File: src/source/board_cfg_pkg.sv
`default_nettype none

package board_cfg_pkg;

    // boards without a row still need a game code
    typedef enum logic [5:0] {
        GAME_FINALB    = 6'd0,
        GAME_DONDOKOD  = 6'd1,
        GAME_MEGAB     = 6'd2,
        GAME_THUNDFOX  = 6'd3,
        GAME_CAMELTRY  = 6'd4,
        GAME_QTORIMON  = 6'd5,
        GAME_LIQUIDK   = 6'd6,
        GAME_QUIZHQ    = 6'd7,
        GAME_SSI       = 6'd8,
        GAME_GUNFRONT  = 6'd9,
        GAME_GROWL     = 6'd10,
        GAME_MJNQUEST  = 6'd11,
        GAME_FOOTCHMP  = 6'd12,
        GAME_KOSHIEN   = 6'd13,
        GAME_YUYUGOGO  = 6'd14,
        GAME_NINJAK    = 6'd15,
        GAME_SOLFIGTR  = 6'd16,
        GAME_QZQUEST   = 6'd17,
        GAME_PULIRULA  = 6'd18,
        GAME_METALB    = 6'd19,
        GAME_QZCHIKYU  = 6'd20,
        GAME_YESNOJ    = 6'd21,
        GAME_DEADCONX  = 6'd22,
        GAME_DINOREX   = 6'd23,
        GAME_QJINSEI   = 6'd24,
        GAME_QCRAYON   = 6'd25,
        GAME_QCRAYON2  = 6'd26,
        GAME_DRIFTOUT  = 6'd27,
        GAME_DEADCONXJ = 6'd28
    } game_t;

    localparam int REGION_COUNT = 15; // cpu address regions per board

    typedef enum logic [3:0] {
        REGION_ROM       = 4'd0,
        REGION_ROM1      = 4'd1,
        REGION_EXTRA_ROM = 4'd2,
        REGION_WORK_RAM  = 4'd3,
        REGION_SCREEN0   = 4'd4,  // tc0100scn
        REGION_SCREEN1   = 4'd5,  // second scn or tc0480scp
        REGION_OBJ       = 4'd6,
        REGION_COLOR     = 4'd7,  // palette ram or pcr
        REGION_IO0       = 4'd8,
        REGION_IO1       = 4'd9,
        REGION_SOUND     = 4'd10, // tc0140syt
        REGION_EXTENSION = 4'd11,
        REGION_PRIORITY  = 4'd12, // tc0360pri
        REGION_ROZ       = 4'd13, // grd or grw ram
        REGION_CCHIP     = 4'd14
    } region_t;

    // base is a[23:16] and mask picks which of those bits must match
    typedef struct packed {
        logic [7:0] base;
        logic [7:0] mask;
    } map_entry_t;

    typedef map_entry_t [REGION_COUNT-1:0] region_map_t; // index with region_t

    localparam map_entry_t REGION_UNMAPPED = '{8'hff, 8'h00}; // nothing decodes

    typedef struct packed {
        logic       pri_high;     // 360pri high priority mode
        logic       pri;          // tc0360pri fitted
        logic       dar_acc;
        logic       dar;          // tc0260dar palette dac
        logic       pcr;          // tc0110pcr palette
        logic       fmc;          // tc0190fmc
        logic [1:0] obj_extender;
        logic       io_82c265;
        logic       io_te7750;
        logic       io_swap;
        logic       grd;          // tc0280grd roz
        logic       grw;          // tc0430grw roz
        logic       scp;          // tc0480scp tilemap
        logic       scn;          // tc0100scn tilemap
        logic       bpp15;
        logic       bppmix;
    } feature_fields_t;

    // same 17 bits seen as a table word or as chip flags
    typedef union packed {
        logic [16:0]     raw;
        feature_fields_t fields;
    } feature_row_u;

    localparam feature_row_u FEATURE_DEFAULT = 17'b00_00_1_0_00_0_0_0_0_0_0_0_0_0; // pcr only

endpackage

`default_nettype wire

File: src/source/board_config.sv
`default_nettype none

module board_config (
    input  wire logic                 clk,
    input  wire logic                 reset,
    input  wire board_cfg_pkg::game_t game,

    output logic                      cfg_360pri,
    output logic                      cfg_360pri_high,
    output logic                      cfg_110pcr,
    output logic                      cfg_260dar,
    output logic                      cfg_260dar_acc,
    output logic                      cfg_190fmc,
    output logic [1:0]                cfg_obj_extender,
    output logic                      cfg_io_swap,
    output logic                      cfg_tmp82c265,
    output logic                      cfg_te7750,
    output logic                      cfg_280grd,
    output logic                      cfg_430grw,
    output logic                      cfg_480scp,
    output logic                      cfg_100scn,
    output logic                      cfg_bpp15,
    output logic                      cfg_bppmix,

    output logic [15:0]               cfg_addr_rom,
    output logic [15:0]               cfg_addr_rom1,
    output logic [15:0]               cfg_addr_extra_rom,
    output logic [15:0]               cfg_addr_work_ram,
    output logic [15:0]               cfg_addr_screen0,
    output logic [15:0]               cfg_addr_screen1,
    output logic [15:0]               cfg_addr_obj,
    output logic [15:0]               cfg_addr_color,
    output logic [15:0]               cfg_addr_io0,
    output logic [15:0]               cfg_addr_io1,
    output logic [15:0]               cfg_addr_sound,
    output logic [15:0]               cfg_addr_extension,
    output logic [15:0]               cfg_addr_priority,
    output logic [15:0]               cfg_addr_roz,
    output logic [15:0]               cfg_addr_cchip
);

    import board_cfg_pkg::*;

    feature_row_u features; // registered chip flags
    region_map_t  regions;  // registered map, one entry per region

    board_feature_table u_feature_table (
        .clk      (clk),
        .reset    (reset),
        .game     (game),
        .features (features)
    );

    board_memory_map u_memory_map (
        .clk     (clk),
        .reset   (reset),
        .game    (game),
        .regions (regions)
    );

    assign cfg_360pri_high  = features.fields.pri_high;
    assign cfg_360pri       = features.fields.pri;
    assign cfg_260dar_acc   = features.fields.dar_acc;
    assign cfg_260dar       = features.fields.dar;
    assign cfg_110pcr       = features.fields.pcr;
    assign cfg_190fmc       = features.fields.fmc;
    assign cfg_obj_extender = features.fields.obj_extender;
    assign cfg_tmp82c265    = features.fields.io_82c265;
    assign cfg_te7750       = features.fields.io_te7750;
    assign cfg_io_swap      = features.fields.io_swap;
    assign cfg_280grd       = features.fields.grd;
    assign cfg_430grw       = features.fields.grw;
    assign cfg_480scp       = features.fields.scp;
    assign cfg_100scn       = features.fields.scn;
    assign cfg_bpp15        = features.fields.bpp15;
    assign cfg_bppmix       = features.fields.bppmix;

    // each entry leaves as {base, mask}
    assign cfg_addr_rom       = regions[REGION_ROM];
    assign cfg_addr_rom1      = regions[REGION_ROM1];
    assign cfg_addr_extra_rom = regions[REGION_EXTRA_ROM];
    assign cfg_addr_work_ram  = regions[REGION_WORK_RAM];
    assign cfg_addr_screen0   = regions[REGION_SCREEN0];
    assign cfg_addr_screen1   = regions[REGION_SCREEN1];
    assign cfg_addr_obj       = regions[REGION_OBJ];
    assign cfg_addr_color     = regions[REGION_COLOR];
    assign cfg_addr_io0       = regions[REGION_IO0];
    assign cfg_addr_io1       = regions[REGION_IO1];
    assign cfg_addr_sound     = regions[REGION_SOUND];
    assign cfg_addr_extension = regions[REGION_EXTENSION];
    assign cfg_addr_priority  = regions[REGION_PRIORITY];
    assign cfg_addr_roz       = regions[REGION_ROZ];
    assign cfg_addr_cchip     = regions[REGION_CCHIP];

endmodule

`default_nettype wire

File: src/source/board_feature_table.sv
`default_nettype none

module board_feature_table (
    input  wire logic                   clk,
    input  wire logic                   reset,
    input  wire board_cfg_pkg::game_t   game,
    output board_cfg_pkg::feature_row_u features
);

    import board_cfg_pkg::*;

    feature_row_u row; // combinational lookup

    // column order pri_high pri | dar_acc dar | pcr | fmc | objx | 265 7750 swap |
    //          grd grw scp scn | bpp15 bppmix
    always_comb begin
        case (game)
            GAME_FINALB:    row.raw = 17'b00_00_1_0_00_0_0_0_0_0_0_0_0_0;
            GAME_DONDOKOD:  row.raw = 17'b01_01_0_0_00_0_0_0_1_0_0_0_0_0; // grd roz
            GAME_MEGAB:     row.raw = 17'b01_01_0_0_00_0_0_0_0_0_0_0_1_1;
            GAME_THUNDFOX:  row.raw = 17'b11_11_0_0_00_0_0_0_0_0_0_1_0_0; // two scn
            GAME_CAMELTRY:  row.raw = 17'b01_01_0_0_00_0_0_0_1_0_0_0_0_0;
            GAME_GROWL:     row.raw = 17'b01_01_0_1_00_1_0_0_0_0_0_0_1_1;
            GAME_FOOTCHMP:  row.raw = 17'b01_11_0_1_00_0_1_0_0_0_1_0_0_0; // scp, te7750
            GAME_YUYUGOGO:  row.raw = 17'b00_01_0_0_01_0_0_0_0_0_0_0_0_0;
            GAME_PULIRULA:  row.raw = 17'b11_01_0_0_10_0_0_0_0_1_0_0_1_0; // grw roz
            GAME_METALB:    row.raw = 17'b01_11_0_0_00_0_0_1_0_0_1_0_1_1;
            GAME_DINOREX:   row.raw = 17'b01_01_0_0_01_0_0_0_0_0_0_0_1_1;
            GAME_DEADCONX,
            GAME_DEADCONXJ: row.raw = 17'b01_11_0_1_00_0_1_0_0_0_1_0_1_1; // same board
            default:        row     = FEATURE_DEFAULT; // unknown board
        endcase
    end

    always_ff @(posedge clk) begin
        if (reset) begin
            features <= FEATURE_DEFAULT;
        end else begin
            features <= row; // one cycle behind game
        end
    end

    // no board fits a third extender mode
    assert property (@(posedge clk) disable iff (reset)
        features.fields.obj_extender != 2'd3)
        else $error("obj_extender 3 on game %0d", $past(game));

    // mixed depth only exists on top of 15 bpp
    assert property (@(posedge clk) features.fields.bppmix |-> features.fields.bpp15)
        else $error("bppmix without bpp15 on game %0d", $past(game));

endmodule

`default_nettype wire

File: src/source/board_memory_map.sv
`default_nettype none

module board_memory_map (
    input  wire logic                  clk,
    input  wire logic                  reset,
    input  wire board_cfg_pkg::game_t  game,
    output board_cfg_pkg::region_map_t regions
);

    import board_cfg_pkg::*;

    region_map_t next_map;    // lookup result
    logic        board_known; // game has its own map

    always_comb begin
        next_map    = {REGION_COUNT{REGION_UNMAPPED}}; // all off, then fill in
        board_known = 1'b1;
        case (game)
            GAME_FINALB: begin
                next_map[REGION_ROM]       = '{8'h00, 8'hfc}; // 256k
                next_map[REGION_WORK_RAM]  = '{8'h10, 8'hff};
                next_map[REGION_COLOR]     = '{8'h20, 8'hff}; // pcr regs
                next_map[REGION_IO0]       = '{8'h30, 8'hff}; // tc0220ioc
                next_map[REGION_SOUND]     = '{8'h32, 8'hff};
                next_map[REGION_SCREEN0]   = '{8'h80, 8'hf0};
                next_map[REGION_OBJ]       = '{8'h90, 8'hff};
            end
            GAME_DONDOKOD: begin
                next_map[REGION_ROM]       = '{8'h00, 8'hf8}; // 512k
                next_map[REGION_WORK_RAM]  = '{8'h10, 8'hff};
                next_map[REGION_COLOR]     = '{8'h20, 8'hff};
                next_map[REGION_IO0]       = '{8'h30, 8'hff};
                next_map[REGION_SOUND]     = '{8'h32, 8'hff};
                next_map[REGION_SCREEN0]   = '{8'h80, 8'hf0};
                next_map[REGION_OBJ]       = '{8'h90, 8'hff};
                next_map[REGION_ROZ]       = '{8'ha0, 8'hfe}; // grd ram
                next_map[REGION_PRIORITY]  = '{8'hb0, 8'hff};
            end
            GAME_MEGAB: begin
                next_map[REGION_ROM]       = '{8'h00, 8'hf8};
                next_map[REGION_SOUND]     = '{8'h10, 8'hff};
                next_map[REGION_IO0]       = '{8'h12, 8'hff};
                next_map[REGION_CCHIP]     = '{8'h18, 8'hff}; // c-chip shared ram
                next_map[REGION_WORK_RAM]  = '{8'h20, 8'hff};
                next_map[REGION_COLOR]     = '{8'h30, 8'hff};
                next_map[REGION_PRIORITY]  = '{8'h40, 8'hff};
                next_map[REGION_SCREEN0]   = '{8'h60, 8'hf1}; // 61xxxx not decoded
                next_map[REGION_OBJ]       = '{8'h80, 8'hff};
            end
            GAME_THUNDFOX: begin
                next_map[REGION_ROM]       = '{8'h00, 8'hf8};
                next_map[REGION_COLOR]     = '{8'h10, 8'hfe};
                next_map[REGION_IO0]       = '{8'h20, 8'hff};
                next_map[REGION_SOUND]     = '{8'h22, 8'hff};
                next_map[REGION_WORK_RAM]  = '{8'h30, 8'hff};
                next_map[REGION_SCREEN0]   = '{8'h40, 8'hf0}; // scn 0
                next_map[REGION_SCREEN1]   = '{8'h50, 8'hf0}; // scn 1
                next_map[REGION_OBJ]       = '{8'h60, 8'hff};
                next_map[REGION_PRIORITY]  = '{8'h80, 8'hff};
            end
            GAME_CAMELTRY: begin
                next_map[REGION_ROM]       = '{8'h00, 8'hfc};
                next_map[REGION_WORK_RAM]  = '{8'h10, 8'hff};
                next_map[REGION_COLOR]     = '{8'h20, 8'hff};
                next_map[REGION_IO0]       = '{8'h30, 8'hff}; // paddle shares this base
                next_map[REGION_SOUND]     = '{8'h32, 8'hff};
                next_map[REGION_SCREEN0]   = '{8'h80, 8'hf0};
                next_map[REGION_OBJ]       = '{8'h90, 8'hff};
                next_map[REGION_ROZ]       = '{8'ha0, 8'hff};
                next_map[REGION_PRIORITY]  = '{8'hd0, 8'hff};
            end
            GAME_GROWL: begin
                next_map[REGION_ROM]       = '{8'h00, 8'hf0}; // 1m
                next_map[REGION_WORK_RAM]  = '{8'h10, 8'hff};
                next_map[REGION_COLOR]     = '{8'h20, 8'hff};
                next_map[REGION_IO0]       = '{8'h30, 8'hff}; // dsw and coin
                next_map[REGION_IO1]       = '{8'h32, 8'hff}; // inputs
                next_map[REGION_SOUND]     = '{8'h40, 8'hff};
                next_map[REGION_EXTENSION] = '{8'h50, 8'hff}; // sprite bank, input 3/4
                next_map[REGION_SCREEN0]   = '{8'h80, 8'hf0};
                next_map[REGION_OBJ]       = '{8'h90, 8'hff};
                next_map[REGION_PRIORITY]  = '{8'hb0, 8'hff};
            end
            GAME_FOOTCHMP: begin
                next_map[REGION_ROM]       = '{8'h00, 8'hf8};
                next_map[REGION_WORK_RAM]  = '{8'h10, 8'hff};
                next_map[REGION_OBJ]       = '{8'h20, 8'hff};
                next_map[REGION_EXTENSION] = '{8'h30, 8'hff};
                next_map[REGION_SCREEN1]   = '{8'h40, 8'hf0}; // scp ram and ctrl
                next_map[REGION_PRIORITY]  = '{8'h50, 8'hff};
                next_map[REGION_COLOR]     = '{8'h60, 8'hfe};
                next_map[REGION_IO0]       = '{8'h70, 8'hff}; // te7750
                next_map[REGION_SOUND]     = '{8'ha0, 8'hff};
            end
            GAME_YUYUGOGO: begin
                next_map[REGION_ROM]       = '{8'h00, 8'hfc};
                next_map[REGION_IO0]       = '{8'h20, 8'hff};
                next_map[REGION_SOUND]     = '{8'h40, 8'hff};
                next_map[REGION_SCREEN0]   = '{8'h80, 8'hf0};
                next_map[REGION_OBJ]       = '{8'h90, 8'hff};
                next_map[REGION_COLOR]     = '{8'ha0, 8'hfe};
                next_map[REGION_WORK_RAM]  = '{8'hb0, 8'hfe}; // b0 and b1
                next_map[REGION_EXTENSION] = '{8'hc0, 8'hf0};
                next_map[REGION_EXTRA_ROM] = '{8'hd0, 8'hf0}; // question data rom
            end
            GAME_PULIRULA: begin
                next_map[REGION_ROM]       = '{8'h00, 8'hf0};
                next_map[REGION_SOUND]     = '{8'h20, 8'hff};
                next_map[REGION_WORK_RAM]  = '{8'h30, 8'hff};
                next_map[REGION_ROZ]       = '{8'h40, 8'hf0}; // grw ram
                next_map[REGION_EXTENSION] = '{8'h60, 8'hff};
                next_map[REGION_COLOR]     = '{8'h70, 8'hf0};
                next_map[REGION_SCREEN0]   = '{8'h80, 8'hf0};
                next_map[REGION_OBJ]       = '{8'h90, 8'hff};
                next_map[REGION_PRIORITY]  = '{8'ha0, 8'hff};
                next_map[REGION_IO0]       = '{8'hb0, 8'hff};
            end
            GAME_METALB: begin
                next_map[REGION_ROM]       = '{8'h00, 8'hf0};
                next_map[REGION_WORK_RAM]  = '{8'h10, 8'hff};
                next_map[REGION_OBJ]       = '{8'h30, 8'hff};
                next_map[REGION_SCREEN1]   = '{8'h50, 8'hf0};
                next_map[REGION_PRIORITY]  = '{8'h60, 8'hff};
                next_map[REGION_COLOR]     = '{8'h70, 8'hff};
                next_map[REGION_IO0]       = '{8'h80, 8'hff};
                next_map[REGION_SOUND]     = '{8'h90, 8'hff};
            end
            GAME_DEADCONX,
            GAME_DEADCONXJ: begin
                next_map[REGION_ROM]       = '{8'h00, 8'hf0};
                next_map[REGION_WORK_RAM]  = '{8'h10, 8'hff};
                next_map[REGION_OBJ]       = '{8'h20, 8'hff};
                next_map[REGION_EXTENSION] = '{8'h30, 8'hff};
                next_map[REGION_SCREEN1]   = '{8'h40, 8'hf0};
                next_map[REGION_PRIORITY]  = '{8'h50, 8'hff};
                next_map[REGION_COLOR]     = '{8'h60, 8'hff};
                next_map[REGION_IO0]       = '{8'h70, 8'hff};
                next_map[REGION_SOUND]     = '{8'ha0, 8'hff};
            end
            GAME_DINOREX: begin
                next_map[REGION_ROM]       = '{8'h00, 8'he0}; // 2m
                next_map[REGION_ROM1]      = '{8'h20, 8'hf0}; // upper 1m
                next_map[REGION_IO0]       = '{8'h30, 8'hff};
                next_map[REGION_EXTENSION] = '{8'h40, 8'hff};
                next_map[REGION_COLOR]     = '{8'h50, 8'hff};
                next_map[REGION_WORK_RAM]  = '{8'h60, 8'hf0};
                next_map[REGION_PRIORITY]  = '{8'h70, 8'hff};
                next_map[REGION_OBJ]       = '{8'h80, 8'hff};
                next_map[REGION_SCREEN0]   = '{8'h90, 8'hf0};
                next_map[REGION_SOUND]     = '{8'ha0, 8'hff};
            end
            default: begin
                board_known = 1'b0; // keeps all unmapped
            end
        endcase
    end

    always_ff @(posedge clk) begin
        if (reset) begin
            regions <= {REGION_COUNT{REGION_UNMAPPED}};
        end else begin
            regions <= next_map;
        end
    end

    // reset vector has to come from rom at address 0
    assert property (@(posedge clk)
        $fell(reset) && board_known |=> regions[REGION_ROM].base == 8'h00)
        else $error("rom base %h after reset", $sampled(regions[REGION_ROM].base));

endmodule

`default_nettype wire

File: config.mk
export PLATFORM = sky130hd
export DESIGN_NAME = board_config
export DESIGN_NICKNAME = d
export VERILOG_FILES = /design/src/source/board_cfg_pkg.sv /design/src/source/board_config.sv /design/src/source/board_feature_table.sv /design/src/source/board_memory_map.sv
export SDC_FILE = /design/constraint.sdc
export NUM_CORES = 1
export LEC_CHECK = 0
export ABC_AREA = 1
export BUFFER_PORTS_ARGS = -buffer_cell sky130_fd_sc_hd__buf_2
export CAP_MARGIN = 20
export CORE_ASPECT_RATIO = 0.7
export CORE_MARGIN = 10
export CORE_UTILIZATION = 38
export DETAILED_ROUTE_END_ITERATION = 16
export MAX_ROUTING_LAYER = met4
export PLACE_DENSITY_LB_ADDON = 0.08
export SLEW_MARGIN = 20
export SYNTH_ARGS = -nofsm -noshare
export SYNTH_HDL_FRONTEND = slang
export SYNTH_SLANG_ARGS = --single-unit
File: constraint.sdc
create_clock -name clk -period 1.11 [get_ports clk]
set_input_delay 0.0555 -clock clk [delete_from_list [all_inputs] [get_ports clk]]
set_output_delay 0.0555 -clock clk [all_outputs]
set_load 0.01 [all_outputs]
==> flow_summary.ini <==
[detailed_routing]
vias = 3162
firstDrtPassIters = 4
drc = 0
post_drt_via_cell_ratio = 4.043
wire_per_inst_um = 15.12
antenna_left = 0
drt_first_iter_violations = 114
drt_wl_total_mm = 11.82

[clocking]
root_buffer = clkbuf_16
cts_made_buffers = 9
postCtsHoldBufs = 0
cts.sinks = 90
tritoncts = yes
htreeDepth = 3
cts.path.max_buffers = 2
clk_pin_slew_ps = 60

[critical_path]
cp-end-kind = flop
setup.worst_path.class = input port to flop
startpoint_type = input port
cp-endpoint = u_feature_table.features[14]
worstPathCellList = buf_2, buf_4, nand2_1, inv_2, nand3_2, inv_1, nor3_1, nor2_1
cpPeakStageDelay_ps = 440
slowest_stage = nor3_1
arrival_ps = 1220
critPathLaunch = game[1]
crit_required_ps = 1300
cp_max_fo = 4

[synth]
seq_area_frac_synth_pct = 43.96
synth_area_leaders = dfxtp_1, buf_4, nand2_1
syn-instance-count = 483
ys_warn_count = 0
yosys.cell_types.count = 21
syn_area_per_cell_um2 = 8.486
synth_area_mm2 = 0.004099
ys_ff_latch = 90
synth.top_cell.area_share_pct = 43.96
yosysTopAreaCell = dfxtp_1

[placement]
port_buffers = 237
dp_slack_ps = -338.2
finalWeightedCongestion = 0.8858
place_hpwl_mm = 9.856
dpl.cell_count = 762
dpl_cell_area_mm2 = 0.004710

[power]
total_power_mw = 7.717
peakVddDrop_v = 0.0006474
p_sw_mw = 1.941
p_comb_share_pct = 12.4
seqPwrFrac_pct = 44.0
leakage_nw = 2.883
pwr-share-clk_pct = 43.5
internal_power_mw = 5.776
powerDensity_mw_per_mm2 = 1501
sw_frac_of_total_pct = 25.15

[final_layout]
drive_above_1_share_pct = 55.08
layout_commonest_cell = buf_2
n_antenna_cell = 0
nets = 653
areaGrowthSynthToFinish_pct = 25.43
fin_util_pct = 49.27
final_area_mm2 = 0.005141
final_cells = 782
final_cell_mix = buf_2, dfxtp_1, buf_4, nand2_1, nor2_1

[floorplanning]
die_y_um = 106.9
fp.coreArea_mm2 = 0.01043
start_util_pct = 39.29
rows = 31
die-area_mm2 = 0.01541
io_pins = 265
die_w_um = 144.1

[global_routing]
grt.overflow.total = 0
grt_pass1_vias = 3306
grt_usage_pct = 14.62
grt_max_degree = 30
antenna_found_initial = 0
grt_pass1_wl_mm = 17.63

[timing]
setup_viol = 0
fin_ws_ps = 78.73
tightest_slew_ps = 495.9
hold_ws_ps = 56.41
setup_tns_ps = 0
finalHoldViolCount = 0
layout_worst_path_cycle_share_pct = 92.91
period_minus_slack_ps = 1031
maxSlewHeadroom_pct = 66.69
rsz0062_at_grt = no
max_freq_mhz = 969.7
drv_slew = 0

[status]
status = finished, final reports clean

[min_path]
holdCritPathClass = input port to flop

[job]
cap_violations = 0
-- registers in the layout, indices dropped and copies added, names as in the netlist --
signal                    count
u_feature_table.features     16
u_memory_map.regions         74
-- critical path: cells and delay by family --
family / cells / cell delay (ps)
buf+inv: 4 / 410
simple gates: 4 / 760
-- cell type report --
| cell class | instances | area (um^2) |
|---|---|---|
| Inverter | 50 | 187.7 |
| Sequential cell | 90 | 1807 |
| Multi-Input combinational cell | 194 | 955.9 |
| Timing Repair Buffer | 300 | 1685 |
| Clock inverter | 6 | 101.3 |
| Clock buffer | 10 | 239.0 |
| Tap cell | 132 | 165.2 |
| Fill cell | 1058 | 5293 |
-- worst min path at each step --
stage	startpoint	end	slack [ps]	cells after the start
after floorplan	reset	u_memory_map.regions[214]	140	1
after global placement	reset	u_feature_table.features[13]	400	4
after detailed placement	reset	u_feature_table.features[1]	410	4
after CTS	reset	u_feature_table.features[13]	50	4
after global routing	reset	u_feature_table.features[13]	70	4
final	reset	u_feature_table.features[13]	60	4
-- cells by family after synthesis --
family / Yosys count / synth area share, %
simple gates: 156 / 18.44
buf+inv: 224 / 36.05
compound gates: 11 / 1.374
other cells: 2 / 0.1832
flops: 90 / 43.96
-- synth_stat cells, drive strengths merged --
| cell type | instances |
|---|---|
| buf | 170 |
| nor3 | 4 |
| nor2 | 56 |
| conb | 2 |
| a21oi | 5 |
| inv | 50 |
| nand4 | 8 |
| clkbuf | 4 |
| o22ai | 1 |
| nand3 | 35 |
| nand2 | 53 |
| o21ai | 5 |
| dfxtp | 90 |
-- power by group through the flow --
| stage | combinational (mW) | sequential [mW] | clock, mW |
|---|---|---|---|
| finish | 0.960 | 3.40 | 3.36 |
| floorplan | 0.679 | 3.54 | 0 |
| global route | 1.04 | 3.41 | 3.61 |
| global placement | 0.947 | 3.47 | 0 |
| detailed placement | 0.941 | 3.47 | 0 |
| CTS | 0.943 | 3.40 | 3.44 |
-- metal layers --
| layer | share of wire, % | vias to the layer above | GRT usage, % | routed length, um |
|---|---|---|---|---|
| met5 | 0 | - | - | 0 |
| met4 | 0.53 | 0 | 2.590 | 63 |
| met3 | 8.0 | 10 | 4.630 | 946 |
| met2 | 45 | 142 | 23.71 | 5369 |
| met1 | 46 | 1409 | 17.66 | 5442 |
| li1 | - | 1601 | - | - |
-- timing repair --
item                                    in CTS  in global routing
buffers inserted                             0                  4
pin swaps                                    0                  3
resized for setup                            1                 16
endpoints found under the setup margin      20                 59
Power figures use the tool's default switching activity.
